--- config.mk ---
export PLATFORM = sky130hd
export DESIGN_NAME = executeControl
export DESIGN_NICKNAME = d
export VERILOG_FILES = /design/src/design/ebPkg.sv /design/src/design/branchCompare.sv /design/src/design/issueStage.sv /design/src/design/pipeTrack.sv /design/src/design/operateDecode.sv /design/src/design/executeControl.sv
export SDC_FILE = /design/constraint.sdc
export NUM_CORES = 1
export LEC_CHECK = 0
export BUFFER_PORTS_ARGS = -buffer_cell sky130_fd_sc_hd__buf_4
export CAP_MARGIN = 25
export CORE_MARGIN = 8
export CORE_UTILIZATION = 28
export CTS_BUF_LIST = sky130_fd_sc_hd__clkbuf_8
export CTS_CLUSTER_DIAMETER = 150
export DETAILED_ROUTE_END_ITERATION = 8
export GPL_TIMING_DRIVEN = 0
export SLEW_MARGIN = 20
export SYNTH_ARGS = -nofsm -noshare
export SYNTH_HDL_FRONTEND = slang
export SYNTH_SLANG_ARGS = --single-unit
--- constraint.sdc ---
create_clock -name clk -period 4.78 [get_ports clk]
set_clock_uncertainty 0.15 [all_clocks]
set_input_delay 0.478 -clock clk [delete_from_list [all_inputs] [get_ports clk]]
set_output_delay 0.478 -clock clk [all_outputs]
set_load 0.03 [all_outputs]
--- src/design/ebPkg.sv ---
// *********************************************************************
// Shared types and constants for the execution box control path.
// Little-endian only. Opcode values follow the Alpha major opcode map.
// The control word layout is fixed by the field widths below, packed
// from nShift down to the overflow-trap bit.
// *********************************************************************
package ebPkg;

  typedef logic [31:0] instWord;
  typedef logic [63:0] dataWord;
  typedef logic [4:0]  regAddr;
  typedef logic [5:0]  opcodeT;
  typedef logic [6:0]  funcT;

  // Control word fields, MSB first
  localparam int nShiftW  = 6;
  localparam int shifterW = 2;
  localparam int aluW     = 4;
  localparam int cmpW     = 3;
  localparam int meiW     = 5;
  localparam int xorW     = 3;
  localparam int mux0W    = 1;
  localparam int mux1W    = 1;
  localparam int mux2W    = 3;
  localparam int mux3W    = 2;
  localparam int ovfW     = 1;

  typedef logic [nShiftW + shifterW + aluW + cmpW + meiW + xorW
                 + mux0W + mux1W + mux2W + mux3W + ovfW - 1:0] ctrlWord;

  localparam opcodeT opJump        = 6'h1A; // JMP/JSR/RET group
  localparam opcodeT opArith       = 6'h10;
  localparam opcodeT opLogic       = 6'h11; // Includes conditional moves
  localparam opcodeT opStoreCondL  = 6'h2E;
  localparam opcodeT opStoreCondQ  = 6'h2F;
  localparam opcodeT opLoadLockedL = 6'h2A;
  localparam opcodeT opLoadLockedQ = 6'h2B;

  // Bubble inserted after control transfers
  localparam instWord nopInst = 32'h0000_0000;

endpackage

--- src/design/branchCompare.sv ---
// *********************************************************************
// Branch condition on register A, keyed by opcode bits 3:0.
// Ops 0 and 4 (BR, BSR) always take. Floating-point branch codes are
// not supported and resolve as not taken.
// *********************************************************************
`timescale 1ns/1ps

module branchCompare (
  input  ebPkg::dataWord a,
  input  logic [3:0]     op,
  output logic           taken
);

  logic negative;
  logic zero;

  assign negative = a[63];
  assign zero = ~(|a);

  always_comb begin
    case (op)
      4'h0, 4'h4: taken = 1'b1;          // Unconditional
      4'h8:       taken = ~a[0];         // BLBC
      4'h9:       taken = zero;          // BEQ
      4'hA:       taken = negative;      // BLT
      4'hB:       taken = zero | negative;
      4'hC:       taken = a[0];          // BLBS
      4'hD:       taken = ~zero;         // BNE
      4'hE:       taken = zero | ~negative;
      4'hF:       taken = ~zero & ~negative; // BGT
      default:    taken = 1'b0;
    endcase
  end

endmodule

--- src/design/issueStage.sv ---
// *********************************************************************
// PC generation and stage-2 field extraction.
// resetPc must be word aligned. A jump or branch in stage 2 always
// costs one bubble; there is no prediction and no stall input.
// *********************************************************************
`timescale 1ns/1ps

module issueStage #(
  parameter ebPkg::dataWord resetPc = '0
) (
  input  logic           clk,
  input  logic           reset,
  input  ebPkg::instWord inst2,
  input  ebPkg::dataWord regReadA,
  input  ebPkg::dataWord regReadB,
  output ebPkg::dataWord pc,
  output ebPkg::dataWord pc2,
  output logic           bubble,
  output logic [1:0]     irfM1Sel,
  output logic           irfM2Sel,
  output logic [7:0]     literal,
  output logic [15:0]    displacement,
  output ebPkg::regAddr  raAddr,
  output ebPkg::regAddr  rbAddr
);

  logic           jump;
  logic           branch;
  logic           taken;
  ebPkg::dataWord pcPlus4;
  ebPkg::dataWord pcPlus4Q;     // PC+4 of the instruction now in stage 2
  ebPkg::dataWord branchTarget;
  ebPkg::dataWord jumpTarget;
  ebPkg::dataWord pcNext;

  assign jump = inst2[31:26] == ebPkg::opJump;
  assign branch = inst2[31:30] == 2'b11; // Opcodes 30 to 3F
  assign bubble = jump | branch;

  // On a bubble the fall-through restarts from the stage-2 address
  assign pcPlus4 = (bubble ? pc2 : pc) + 64'd4;
  assign branchTarget = pcPlus4Q + {{41{inst2[20]}}, inst2[20:0], 2'b00};
  assign jumpTarget = {regReadB[63:2], 2'b00};

  always_comb begin
    if (jump) begin
      pcNext = jumpTarget;
    end else if (branch && taken) begin
      pcNext = branchTarget;
    end else begin
      pcNext = pcPlus4;
    end
  end

  always_ff @(posedge clk) begin
    if (reset) begin
      pc <= resetPc;
      pc2 <= resetPc;
    end else begin
      pc <= pcNext;
      pc2 <= pc;
    end
  end

  always_ff @(posedge clk) begin
    pcPlus4Q <= pcPlus4;
  end

  branchCompare uBranchCompare (
    .a     (regReadA),
    .op    (inst2[29:26]),
    .taken (taken)
  );

  assign irfM1Sel = {jump, ~inst2[30]};
  assign irfM2Sel = inst2[12]; // Literal form of operate
  assign literal = inst2[20:13];
  assign displacement = inst2[15:0];
  assign raAddr = inst2[25:21];
  assign rbAddr = inst2[20:16];

  // Alignment survives every next-PC path once reset has loaded resetPc
  pcAligned: assert property (@(posedge clk) disable iff (reset) pc[1:0] == 2'b00);

endmodule

--- src/design/pipeTrack.sv ---
// *********************************************************************
// Instruction shadow for stages 2 to 5 with late-stage decodes.
// Every stage advances on each clock. Memory write and the locked
// pair are taken from stage 4, write-back controls from stage 5.
// *********************************************************************
`timescale 1ns/1ps

module pipeTrack (
  input  logic           clk,
  input  logic           reset,
  input  ebPkg::instWord inst,
  input  logic           bubble,
  output ebPkg::instWord inst2,
  output ebPkg::instWord inst3,
  output logic           regWrite,
  output logic           memWrite,
  output logic           storeCond,
  output logic           loadLocked,
  output logic [1:0]     mboxM1Sel,
  output logic           mboxM2Sel,
  output logic           mboxM3Sel,
  output ebPkg::regAddr  raAddrWb,
  output ebPkg::regAddr  rcAddrWb
);

  ebPkg::instWord inst4;
  ebPkg::instWord inst5;
  ebPkg::opcodeT  op4;
  ebPkg::opcodeT  op5;
  logic           storeCond5;
  logic           jump5;
  logic           cmov;

  always_ff @(posedge clk) begin
    if (reset) begin
      inst2 <= ebPkg::nopInst;
      inst3 <= ebPkg::nopInst;
      inst4 <= ebPkg::nopInst;
      inst5 <= ebPkg::nopInst;
    end else begin
      inst2 <= bubble ? ebPkg::nopInst : inst; // Squash the fall-through fetch
      inst3 <= inst2;
      inst4 <= inst3;
      inst5 <= inst4;
    end
  end

  assign op4 = inst4[31:26];
  assign op5 = inst5[31:26];

  // Stage 4
  assign memWrite = op4 inside {[6'h0D:6'h0F], 6'h2C, 6'h2D};
  assign storeCond = op4 inside {ebPkg::opStoreCondL, ebPkg::opStoreCondQ};
  assign loadLocked = op4 inside {ebPkg::opLoadLockedL, ebPkg::opLoadLockedQ};

  // Stage 5
  assign regWrite = op5 inside {[6'h08:6'h0C], ebPkg::opArith, ebPkg::opLogic,
                                [6'h28:6'h2B]};
  assign storeCond5 = op5 inside {ebPkg::opStoreCondL, ebPkg::opStoreCondQ};
  assign jump5 = op5 == ebPkg::opJump;
  assign cmov = (op5 == ebPkg::opLogic) && (inst5[8:5] == 4'h4 || inst5[8:5] == 4'h6);

  assign mboxM1Sel = {cmov | storeCond5, ~inst5[30] | storeCond5};
  assign mboxM2Sel = ~inst5[30] | jump5; // Return address on jumps
  assign mboxM3Sel = cmov;
  assign raAddrWb = inst5[25:21];
  assign rcAddrWb = inst5[4:0];

  // The squashed slot must not look like a control transfer to the issue stage
  bubbleSquash: assert property (@(posedge clk) disable iff (reset)
    bubble |=> inst2 == ebPkg::nopInst && !bubble);

endmodule

--- src/design/operateDecode.sv ---
// *********************************************************************
// Stage-3 decode to the execution control word.
// Covers memory format 08-0F and 28-2F, arithmetic 10 and logic 11.
// Shifter, mei, mux0 and mux3 are only used by unsupported groups and
// stay zero. Any other opcode or function decodes to zero.
// *********************************************************************
`timescale 1ns/1ps

module operateDecode (
  input  ebPkg::instWord inst3,
  output ebPkg::ctrlWord ctrl
);

  ebPkg::opcodeT opcode;
  ebPkg::funcT   func;

  function automatic ebPkg::ctrlWord ctrlFields(
    input logic [ebPkg::nShiftW-1:0] nShift,
    input logic [ebPkg::aluW-1:0]    alu,
    input logic [ebPkg::cmpW-1:0]    cmp,
    input logic [ebPkg::xorW-1:0]    xorSel,
    input logic [ebPkg::mux1W-1:0]   mux1,
    input logic [ebPkg::mux2W-1:0]   mux2,
    input logic [ebPkg::ovfW-1:0]    ovf
  );
    return {nShift, {ebPkg::shifterW{1'b0}}, alu, cmp, {ebPkg::meiW{1'b0}}, xorSel,
            {ebPkg::mux0W{1'b0}}, mux1, mux2, {ebPkg::mux3W{1'b0}}, ovf};
  endfunction

  assign opcode = inst3[31:26];
  assign func = inst3[11:5];

  // Argument order: nShift, alu, cmp, xor, mux1, mux2, overflow trap
  always_comb begin
    ctrl = '0;
    case (opcode)
      6'h08: ctrl = ctrlFields(6'h00, 4'h1, 3'h0, 3'h0, 1'b0, 3'h0, 1'b0); // LDA
      6'h09: ctrl = ctrlFields(6'h10, 4'h1, 3'h0, 3'h0, 1'b0, 3'h0, 1'b0); // LDAH
      6'h0A: ctrl = ctrlFields(6'h00, 4'h1, 3'h0, 3'h7, 1'b0, 3'h0, 1'b0); // LDBU
      6'h0B: ctrl = ctrlFields(6'h00, 4'h1, 3'h0, 3'h0, 1'b0, 3'h3, 1'b0); // LDQ_U
      6'h0C: ctrl = ctrlFields(6'h00, 4'h1, 3'h0, 3'h6, 1'b0, 3'h0, 1'b0); // LDWU
      6'h0D: ctrl = ctrlFields(6'h00, 4'h1, 3'h0, 3'h6, 1'b0, 3'h0, 1'b0); // STW
      6'h0E: ctrl = ctrlFields(6'h00, 4'h1, 3'h0, 3'h7, 1'b0, 3'h0, 1'b0); // STB
      6'h0F: ctrl = ctrlFields(6'h00, 4'h1, 3'h0, 3'h0, 1'b0, 3'h3, 1'b0); // STQ_U
      6'h28: ctrl = ctrlFields(6'h00, 4'h1, 3'h0, 3'h4, 1'b0, 3'h0, 1'b0); // LDL
      6'h29: ctrl = ctrlFields(6'h00, 4'h1, 3'h0, 3'h0, 1'b0, 3'h0, 1'b0); // LDQ
      6'h2A: ctrl = ctrlFields(6'h00, 4'h1, 3'h0, 3'h4, 1'b0, 3'h0, 1'b0); // LDL_L
      6'h2B: ctrl = ctrlFields(6'h00, 4'h1, 3'h0, 3'h0, 1'b0, 3'h0, 1'b0); // LDQ_L
      6'h2C: ctrl = ctrlFields(6'h00, 4'h1, 3'h0, 3'h4, 1'b0, 3'h0, 1'b0); // STL
      6'h2D: ctrl = ctrlFields(6'h00, 4'h1, 3'h0, 3'h0, 1'b0, 3'h0, 1'b0); // STQ
      6'h2E: ctrl = ctrlFields(6'h00, 4'h1, 3'h0, 3'h4, 1'b0, 3'h0, 1'b0); // STL_C
      6'h2F: ctrl = ctrlFields(6'h00, 4'h1, 3'h0, 3'h0, 1'b0, 3'h0, 1'b0); // STQ_C
      ebPkg::opArith: begin
        case (func)
          7'h00: ctrl = ctrlFields(6'h0, 4'h1, 3'h0, 3'h0, 1'b0, 3'h1, 1'b0); // ADDL
          7'h02: ctrl = ctrlFields(6'h2, 4'h1, 3'h0, 3'h0, 1'b0, 3'h1, 1'b0); // S4ADDL
          7'h09: ctrl = ctrlFields(6'h0, 4'h2, 3'h0, 3'h0, 1'b0, 3'h1, 1'b0); // SUBL
          7'h0B: ctrl = ctrlFields(6'h2, 4'h2, 3'h0, 3'h0, 1'b0, 3'h1, 1'b0); // S4SUBL
          7'h0F: ctrl = ctrlFields(6'h0, 4'h6, 3'h0, 3'h0, 1'b0, 3'h0, 1'b0); // CMPBGE
          7'h12: ctrl = ctrlFields(6'h3, 4'h1, 3'h0, 3'h0, 1'b0, 3'h1, 1'b0); // S8ADDL
          7'h1B: ctrl = ctrlFields(6'h3, 4'h2, 3'h0, 3'h0, 1'b0, 3'h1, 1'b0); // S8SUBL
          7'h1D: ctrl = ctrlFields(6'h0, 4'h2, 3'h5, 3'h0, 1'b0, 3'h2, 1'b0); // CMPULT
          7'h20: ctrl = ctrlFields(6'h0, 4'h1, 3'h0, 3'h0, 1'b0, 3'h0, 1'b0); // ADDQ
          7'h22: ctrl = ctrlFields(6'h2, 4'h1, 3'h0, 3'h0, 1'b0, 3'h0, 1'b0); // S4ADDQ
          7'h29: ctrl = ctrlFields(6'h0, 4'h2, 3'h0, 3'h0, 1'b0, 3'h0, 1'b0); // SUBQ
          7'h2B: ctrl = ctrlFields(6'h2, 4'h2, 3'h0, 3'h0, 1'b0, 3'h0, 1'b0); // S4SUBQ
          7'h2D: ctrl = ctrlFields(6'h0, 4'h2, 3'h2, 3'h0, 1'b0, 3'h2, 1'b0); // CMPEQ
          7'h32: ctrl = ctrlFields(6'h3, 4'h1, 3'h0, 3'h0, 1'b0, 3'h0, 1'b0); // S8ADDQ
          7'h3B: ctrl = ctrlFields(6'h3, 4'h2, 3'h0, 3'h0, 1'b0, 3'h0, 1'b0); // S8SUBQ
          7'h3D: ctrl = ctrlFields(6'h0, 4'h2, 3'h6, 3'h0, 1'b0, 3'h2, 1'b0); // CMPULE
          7'h40: ctrl = ctrlFields(6'h0, 4'h1, 3'h0, 3'h0, 1'b0, 3'h1, 1'b1); // ADDL/V
          7'h49: ctrl = ctrlFields(6'h0, 4'h2, 3'h0, 3'h0, 1'b0, 3'h1, 1'b1); // SUBL/V
          7'h4D: ctrl = ctrlFields(6'h0, 4'h2, 3'h0, 3'h0, 1'b0, 3'h2, 1'b0); // CMPLT
          7'h60: ctrl = ctrlFields(6'h0, 4'h1, 3'h0, 3'h0, 1'b0, 3'h0, 1'b1); // ADDQ/V
          7'h69: ctrl = ctrlFields(6'h0, 4'h2, 3'h0, 3'h0, 1'b0, 3'h0, 1'b1); // SUBQ/V
          7'h6D: ctrl = ctrlFields(6'h0, 4'h2, 3'h3, 3'h0, 1'b0, 3'h2, 1'b0); // CMPLE
          default: ctrl = '0;
        endcase
      end
      ebPkg::opLogic: begin
        case (func)
          7'h00: ctrl = ctrlFields(6'h00, 4'h3, 3'h0, 3'h0, 1'b0, 3'h0, 1'b0); // AND
          7'h08: ctrl = ctrlFields(6'h00, 4'h3, 3'h0, 3'h0, 1'b1, 3'h0, 1'b0); // BIC
          7'h14: ctrl = ctrlFields(6'h3F, 4'h0, 3'h0, 3'h0, 1'b0, 3'h2, 1'b0); // CMOVLBS
          7'h16: ctrl = ctrlFields(6'h3F, 4'h0, 3'h2, 3'h0, 1'b0, 3'h2, 1'b0); // CMOVLBC
          7'h20: ctrl = ctrlFields(6'h00, 4'h4, 3'h0, 3'h0, 1'b0, 3'h0, 1'b0); // BIS
          7'h24: ctrl = ctrlFields(6'h00, 4'h0, 3'h3, 3'h0, 1'b0, 3'h2, 1'b0); // CMOVEQ
          7'h26: ctrl = ctrlFields(6'h00, 4'h0, 3'h7, 3'h0, 1'b0, 3'h2, 1'b0); // CMOVNE
          7'h28: ctrl = ctrlFields(6'h00, 4'h4, 3'h0, 3'h0, 1'b1, 3'h0, 1'b0); // ORNOT
          7'h40: ctrl = ctrlFields(6'h00, 4'h5, 3'h0, 3'h0, 1'b0, 3'h0, 1'b0); // XOR
          7'h44: ctrl = ctrlFields(6'h00, 4'h0, 3'h0, 3'h0, 1'b0, 3'h2, 1'b0); // CMOVLT
          7'h46: ctrl = ctrlFields(6'h00, 4'h0, 3'h4, 3'h0, 1'b0, 3'h2, 1'b0); // CMOVGE
          7'h48: ctrl = ctrlFields(6'h00, 4'h5, 3'h0, 3'h0, 1'b1, 3'h0, 1'b0); // EQV
          7'h64: ctrl = ctrlFields(6'h00, 4'h0, 3'h3, 3'h0, 1'b0, 3'h2, 1'b0); // CMOVLE
          7'h66: ctrl = ctrlFields(6'h00, 4'h0, 3'h1, 3'h0, 1'b0, 3'h2, 1'b0); // CMOVGT
          default: ctrl = '0;
        endcase
      end
      default: ctrl = '0;
    endcase
  end

endmodule

--- src/design/executeControl.sv ---
// *********************************************************************
// Execution box control, top level.
// Lockstep pipeline with no stall; up to four instructions in flight.
// inst and the register read data are expected from outside each cycle.
// *********************************************************************
`timescale 1ns/1ps

module executeControl #(
  parameter ebPkg::dataWord resetPc = '0
) (
  input  logic           clk,
  input  logic           reset,
  input  ebPkg::instWord inst,
  input  ebPkg::dataWord regReadA,
  input  ebPkg::dataWord regReadB,
  output ebPkg::dataWord pc,
  output ebPkg::dataWord pc2,
  output logic [1:0]     irfM1Sel,
  output logic           irfM2Sel,
  output logic [7:0]     literal,
  output logic [15:0]    displacement,
  output ebPkg::regAddr  raAddr,
  output ebPkg::regAddr  rbAddr,
  output ebPkg::ctrlWord ctrl,
  output logic           regWrite,
  output logic           memWrite,
  output logic           storeCond,
  output logic           loadLocked,
  output logic [1:0]     mboxM1Sel,
  output logic           mboxM2Sel,
  output logic           mboxM3Sel,
  output ebPkg::regAddr  raAddrWb,
  output ebPkg::regAddr  rcAddrWb
);

  ebPkg::instWord inst2;
  ebPkg::instWord inst3;
  logic           bubble;

  issueStage #(
    .resetPc (resetPc)
  ) uIssueStage (
    .clk          (clk),
    .reset        (reset),
    .inst2        (inst2),
    .regReadA     (regReadA),
    .regReadB     (regReadB),
    .pc           (pc),
    .pc2          (pc2),
    .bubble       (bubble),
    .irfM1Sel     (irfM1Sel),
    .irfM2Sel     (irfM2Sel),
    .literal      (literal),
    .displacement (displacement),
    .raAddr       (raAddr),
    .rbAddr       (rbAddr)
  );

  pipeTrack uPipeTrack (
    .clk        (clk),
    .reset      (reset),
    .inst       (inst),
    .bubble     (bubble),
    .inst2      (inst2),
    .inst3      (inst3),
    .regWrite   (regWrite),
    .memWrite   (memWrite),
    .storeCond  (storeCond),
    .loadLocked (loadLocked),
    .mboxM1Sel  (mboxM1Sel),
    .mboxM2Sel  (mboxM2Sel),
    .mboxM3Sel  (mboxM3Sel),
    .raAddrWb   (raAddrWb),
    .rcAddrWb   (rcAddrWb)
  );

  operateDecode uOperateDecode (
    .inst3 (inst3),
    .ctrl  (ctrl)
  );

endmodule

==> results.sh <==
export IMPL_drive_gt1_frac=0.228
export IMPL_synth_top_cell_area_share=0.353
export IMPL_wirelength_um=75300
export IMPL_cts_made_buffers=53
export IMPL_crit_path_end_kind="output pin"
export IMPL_setup_slack_ns=0.173
export IMPL_fin_crit_sh=0.964
export IMPL_track_usage=0.217
export IMPL_wl_met2_um=33700
export IMPL_worst_pin_slew_ns=1.05
export IMPL_crit_type="flip-flop to output pin"
export IMPL_wl_met1_um=32100
export IMPL_synth_most_common_cell="dfxtp_1"
export IMPL_ys_types=97
export IMPL_slew_headroom=0.300
export IMPL_grt_pass1_vias=17200
export IMPL_design_power_total_mw=5.98
export IMPL_ctsRootBufferMaster="clkbuf_8"
export IMPL_drc=0
export IMPL_placedCellCount=3075
export IMPL_finalSetupViolCount=0
export IMPL_async_flop_share=0
export IMPL_fp_dieH_um=256
export IMPL_synthAdderAreaFrac=0.0492
export IMPL_row_count=88
export IMPL_pin_count=376
export IMPL_coreArea_sq_mm=0.0575
export IMPL_pre_cts_ws_ns=-1.73
export IMPL_crit_family="simple AND/OR/NAND/NOR gates"
export IMPL_finalNetCount=2675
export IMPL_die_area_sq_mm=0.0658
export IMPL_synth_top_family_by_area="simple AND/OR/NAND/NOR gates"
export IMPL_path_max_fanout=6
export IMPL_critPathArrivalTime_ns=3.98
export IMPL_ys_seq_area_frac=0.353
export IMPL_drt_iter0_drc=1757
export IMPL_synth_area_mux_share=0.0442
export IMPL_synth_seq_cells=285
export IMPL_synthCells=1937
export IMPL_synth_avg_cell_area_sq_um=8.36
export IMPL_synthFlopType="dfxtp_1"
export IMPL_ys_warn_count=0
export IMPL_initial_utilization=0.282
export IMPL_synth_common_cells="285 x dfxtp_1, 177 x nand2_1, 157 x nor2_1, 128 x nor2b_1, 96 x a21oi_1"
export IMPL_crit_slowest_cell="or4b_1"
export IMPL_tritoncts="done"
export IMPL_multi_input_area_sq_mm=0.00964
export IMPL_final_hold_violation_count=0
export IMPL_drt_pass1_iterations=6
export IMPL_top_layer="met4"
export IMPL_status="finished, final reports clean"
export IMPL_viasPerCell=5.23
export IMPL_grt_ovfl_total=0
export IMPL_synthesis_area_sq_mm=0.0162
export IMPL_drtAntennaViolNets=0
export IMPL_powerDensity_mw_per_mm2=271
export IMPL_hp_class="input port to flip-flop"
export IMPL_crit_path_frequent_cell="nor2_1"
export IMPL_fmax_mhz=217
export IMPL_ir_drop_mv=0.160
export IMPL_leakage_nw=9.26
export IMPL_cts_sinks=285
export IMPL_maxCapViolations=0
export IMPL_place_area_sq_mm=0.0199
export IMPL_clk_pin_slew_ns=0.07
export IMPL_routabilityCongestion=0.965
export IMPL_required_ns=4.15
export IMPL_place_hpwl_um=59200
export IMPL_antenna_found_initial=1
export IMPL_area_delta_synth_final_pct=36.5
export IMPL_grt_pass1_wl_um=110000
export IMPL_worstPathCellList="or4b_1, or3_1, nor4_1, nor2_1, nor3_1, nor2_1, o22a_1, o22ai_1, buf_4"
export IMPL_critPathMaxStageDelay_ns=0.61
export IMPL_cts_max_level=2
export IMPL_seq_area_sq_mm=0.00571
export IMPL_fillerInstances=5902
export IMPL_final_area_sq_mm=0.0221
export IMPL_synth_compound_area_frac=0.168
export IMPL_critPathBufInv=1
export IMPL_synth_xor_area_frac=0.0666
export IMPL_period_needed_ns=4.61
export IMPL_port_buffers=361
export IMPL_clk_insertion_delay_late_ns=0.66
export IMPL_rsz0062_at_grt="no"
export IMPL_setup_tns_final_ns=0
export IMPL_synth_edf_count=0
export IMPL_met3_length_um=6820
export IMPL_slew_viol_final=0
export IMPL_synth_simple_area_share=0.260
export IMPL_yosys_top_cells_area="dfxtp_1 35%, nor2b_1 4.9%, ha_1 4.8%"
export IMPL_start_kind="flip-flop"
export IMPL_wire_per_inst_um=23.1
export IMPL_clockBufferDepth=3
export IMPL_die_w_um=256
export IMPL_vias=17000
export IMPL_yosys_area_top_type="dfxtp_1"
export IMPL_finalNonFillerCells=3260
export IMPL_grt_max_degree=45
## flip-flops by register name, indices dropped and copies added, names as in the netlist
signal                flops
uIssueStage.pcPlus4Q     64
uPipeTrack.inst2         32
uIssueStage.pc           64
uPipeTrack.inst4         19
uPipeTrack.inst5         19
uIssueStage.pc2          64
uPipeTrack.inst3         23
## worst reg2reg max path, stage by stage, from the launching register on
cell       delay [ns]
dfxtp_1          0.42
and4bb_4         0.28
o21ai_4          0.25
buf_8            0.24
buf_4            0.29
buf_6            0.24
nand2_1          0.08
nand2_1          0.08
ha_2             0.26
and4_2           0.31
mux2i_4          0.16
a211o_4          0.39
nor3b_4          0.30
nor4b_4          0.33
xnor2_1          0.16
nor2_1           0.20
a2bb2oi_1        0.19
o211ai_1         0.11
## cells in the final DEF (no fill, tap or decap), types with 6 or more instances in the layout
cell,Yosys,layout
o211ai_1,9,9
buf_4,60,423
or2_2,6,6
nor4_1,22,22
nor3_1,56,55
conb_1,1,12
o21bai_1,16,16
and4_1,12,10
mux2i_1,62,61
a311oi_1,18,17
and3_1,51,51
nor2b_1,128,128
nand3b_1,6,6
a21oi_1,96,96
a211oi_1,29,29
nor2_1,157,156
nand3_1,71,71
clkbuf_8,0,63
o21ai_0,73,73
nand2b_1,11,11
or4_1,6,6
nand2_1,177,177
xnor2_1,71,71
clkbuf_1,76,74
dfxtp_1,285,284
inv_1,29,44
ha_1,62,61
nand4_1,57,57
a21o_1,41,41
clkinv_2,0,12
o21ai_1,6,6
o31ai_1,16,16
and2_1,10,10
dlygate4sd3_1,0,87
buf_2,16,9
o21a_1,7,7
a221oi_1,7,6
a31oi_1,17,17
or3_1,10,10
xor2_1,52,52
## routing by layer
metal / vias to the layer above / track usage
li1: 7940 / -
met1: 8044 / 0.281
met2: 892 / 0.345
met3: 160 / 0.0517
met4: 0 / 0.0855
met5: - / 0
## logic make-up after synthesis
logic type | after synthesis
and+or+nand+nor | 808
AOI/OAI and AO/OA | 401
DFF | 285
buffers and inverters | 186
xor gates and xnor gates | 123
muxes | 70
adders and majority gates | 63
other | 1
## where the power goes
group,internal (mW),switching [mW],leakage [nW]
registers,2.45,0.0881,2.32
clock network,1.47,1.16,0.657
logic,0.364,0.463,6.29
total,4.28,1.71,9.26
## layout make-up
type / count / area share
multi-input combinational: 1477 / 0.436
sequential: 285 / 0.259
timing repair buffer: 450 / 0.163
tap: 765 / 0.0433
buffer: 154 / 0.0407
clock buffer: 62 / 0.0386
clock inverter: 37 / 0.0146
inverter: 29 / 0.00493
antenna: 1 / 0.000113
## through the flow
| step | utilization | hold WS (ns) |
|---|---|---|
| 2_1_floorplan | - | 0.264 |
| 3_3_place_gp | 0.346 | 0.269 |
| 3_5_place_dp | 0.346 | 0.273 |
| 4_1_cts | 0.383 | 0.000339 |
| 5_1_grt | 0.384 | 0.0209 |
| 6_report | 0.384 | 0.0408 |
## repair_timing
action                                 in CTS  in global routing
hold buffers                               87                  0
gates resized for setup                    22                 12
pin swaps                                   2                  2
endpoints found under the hold margin      87                  0
setup endpoints to repair                  56                  8
setup buffers                               1                  0
## worst paths after layout
| check | from | to | slack (ns) | depth (start not counted) |
|---|---|---|---|---|
| min | regReadB[31] | uIssueStage.pc[31] | 0.04 | 3 |
| max | uPipeTrack.inst3[28] | ctrl[17] | 0.17 | 9 |
| max reg2reg | uPipeTrack.inst2[28] | uIssueStage.pc[60] | 0.20 | 17 |
| min reg2reg | uPipeTrack.inst3[0] | uPipeTrack.inst4[0] | 0.28 | 1 |
(Power assumes the default switching activity.)
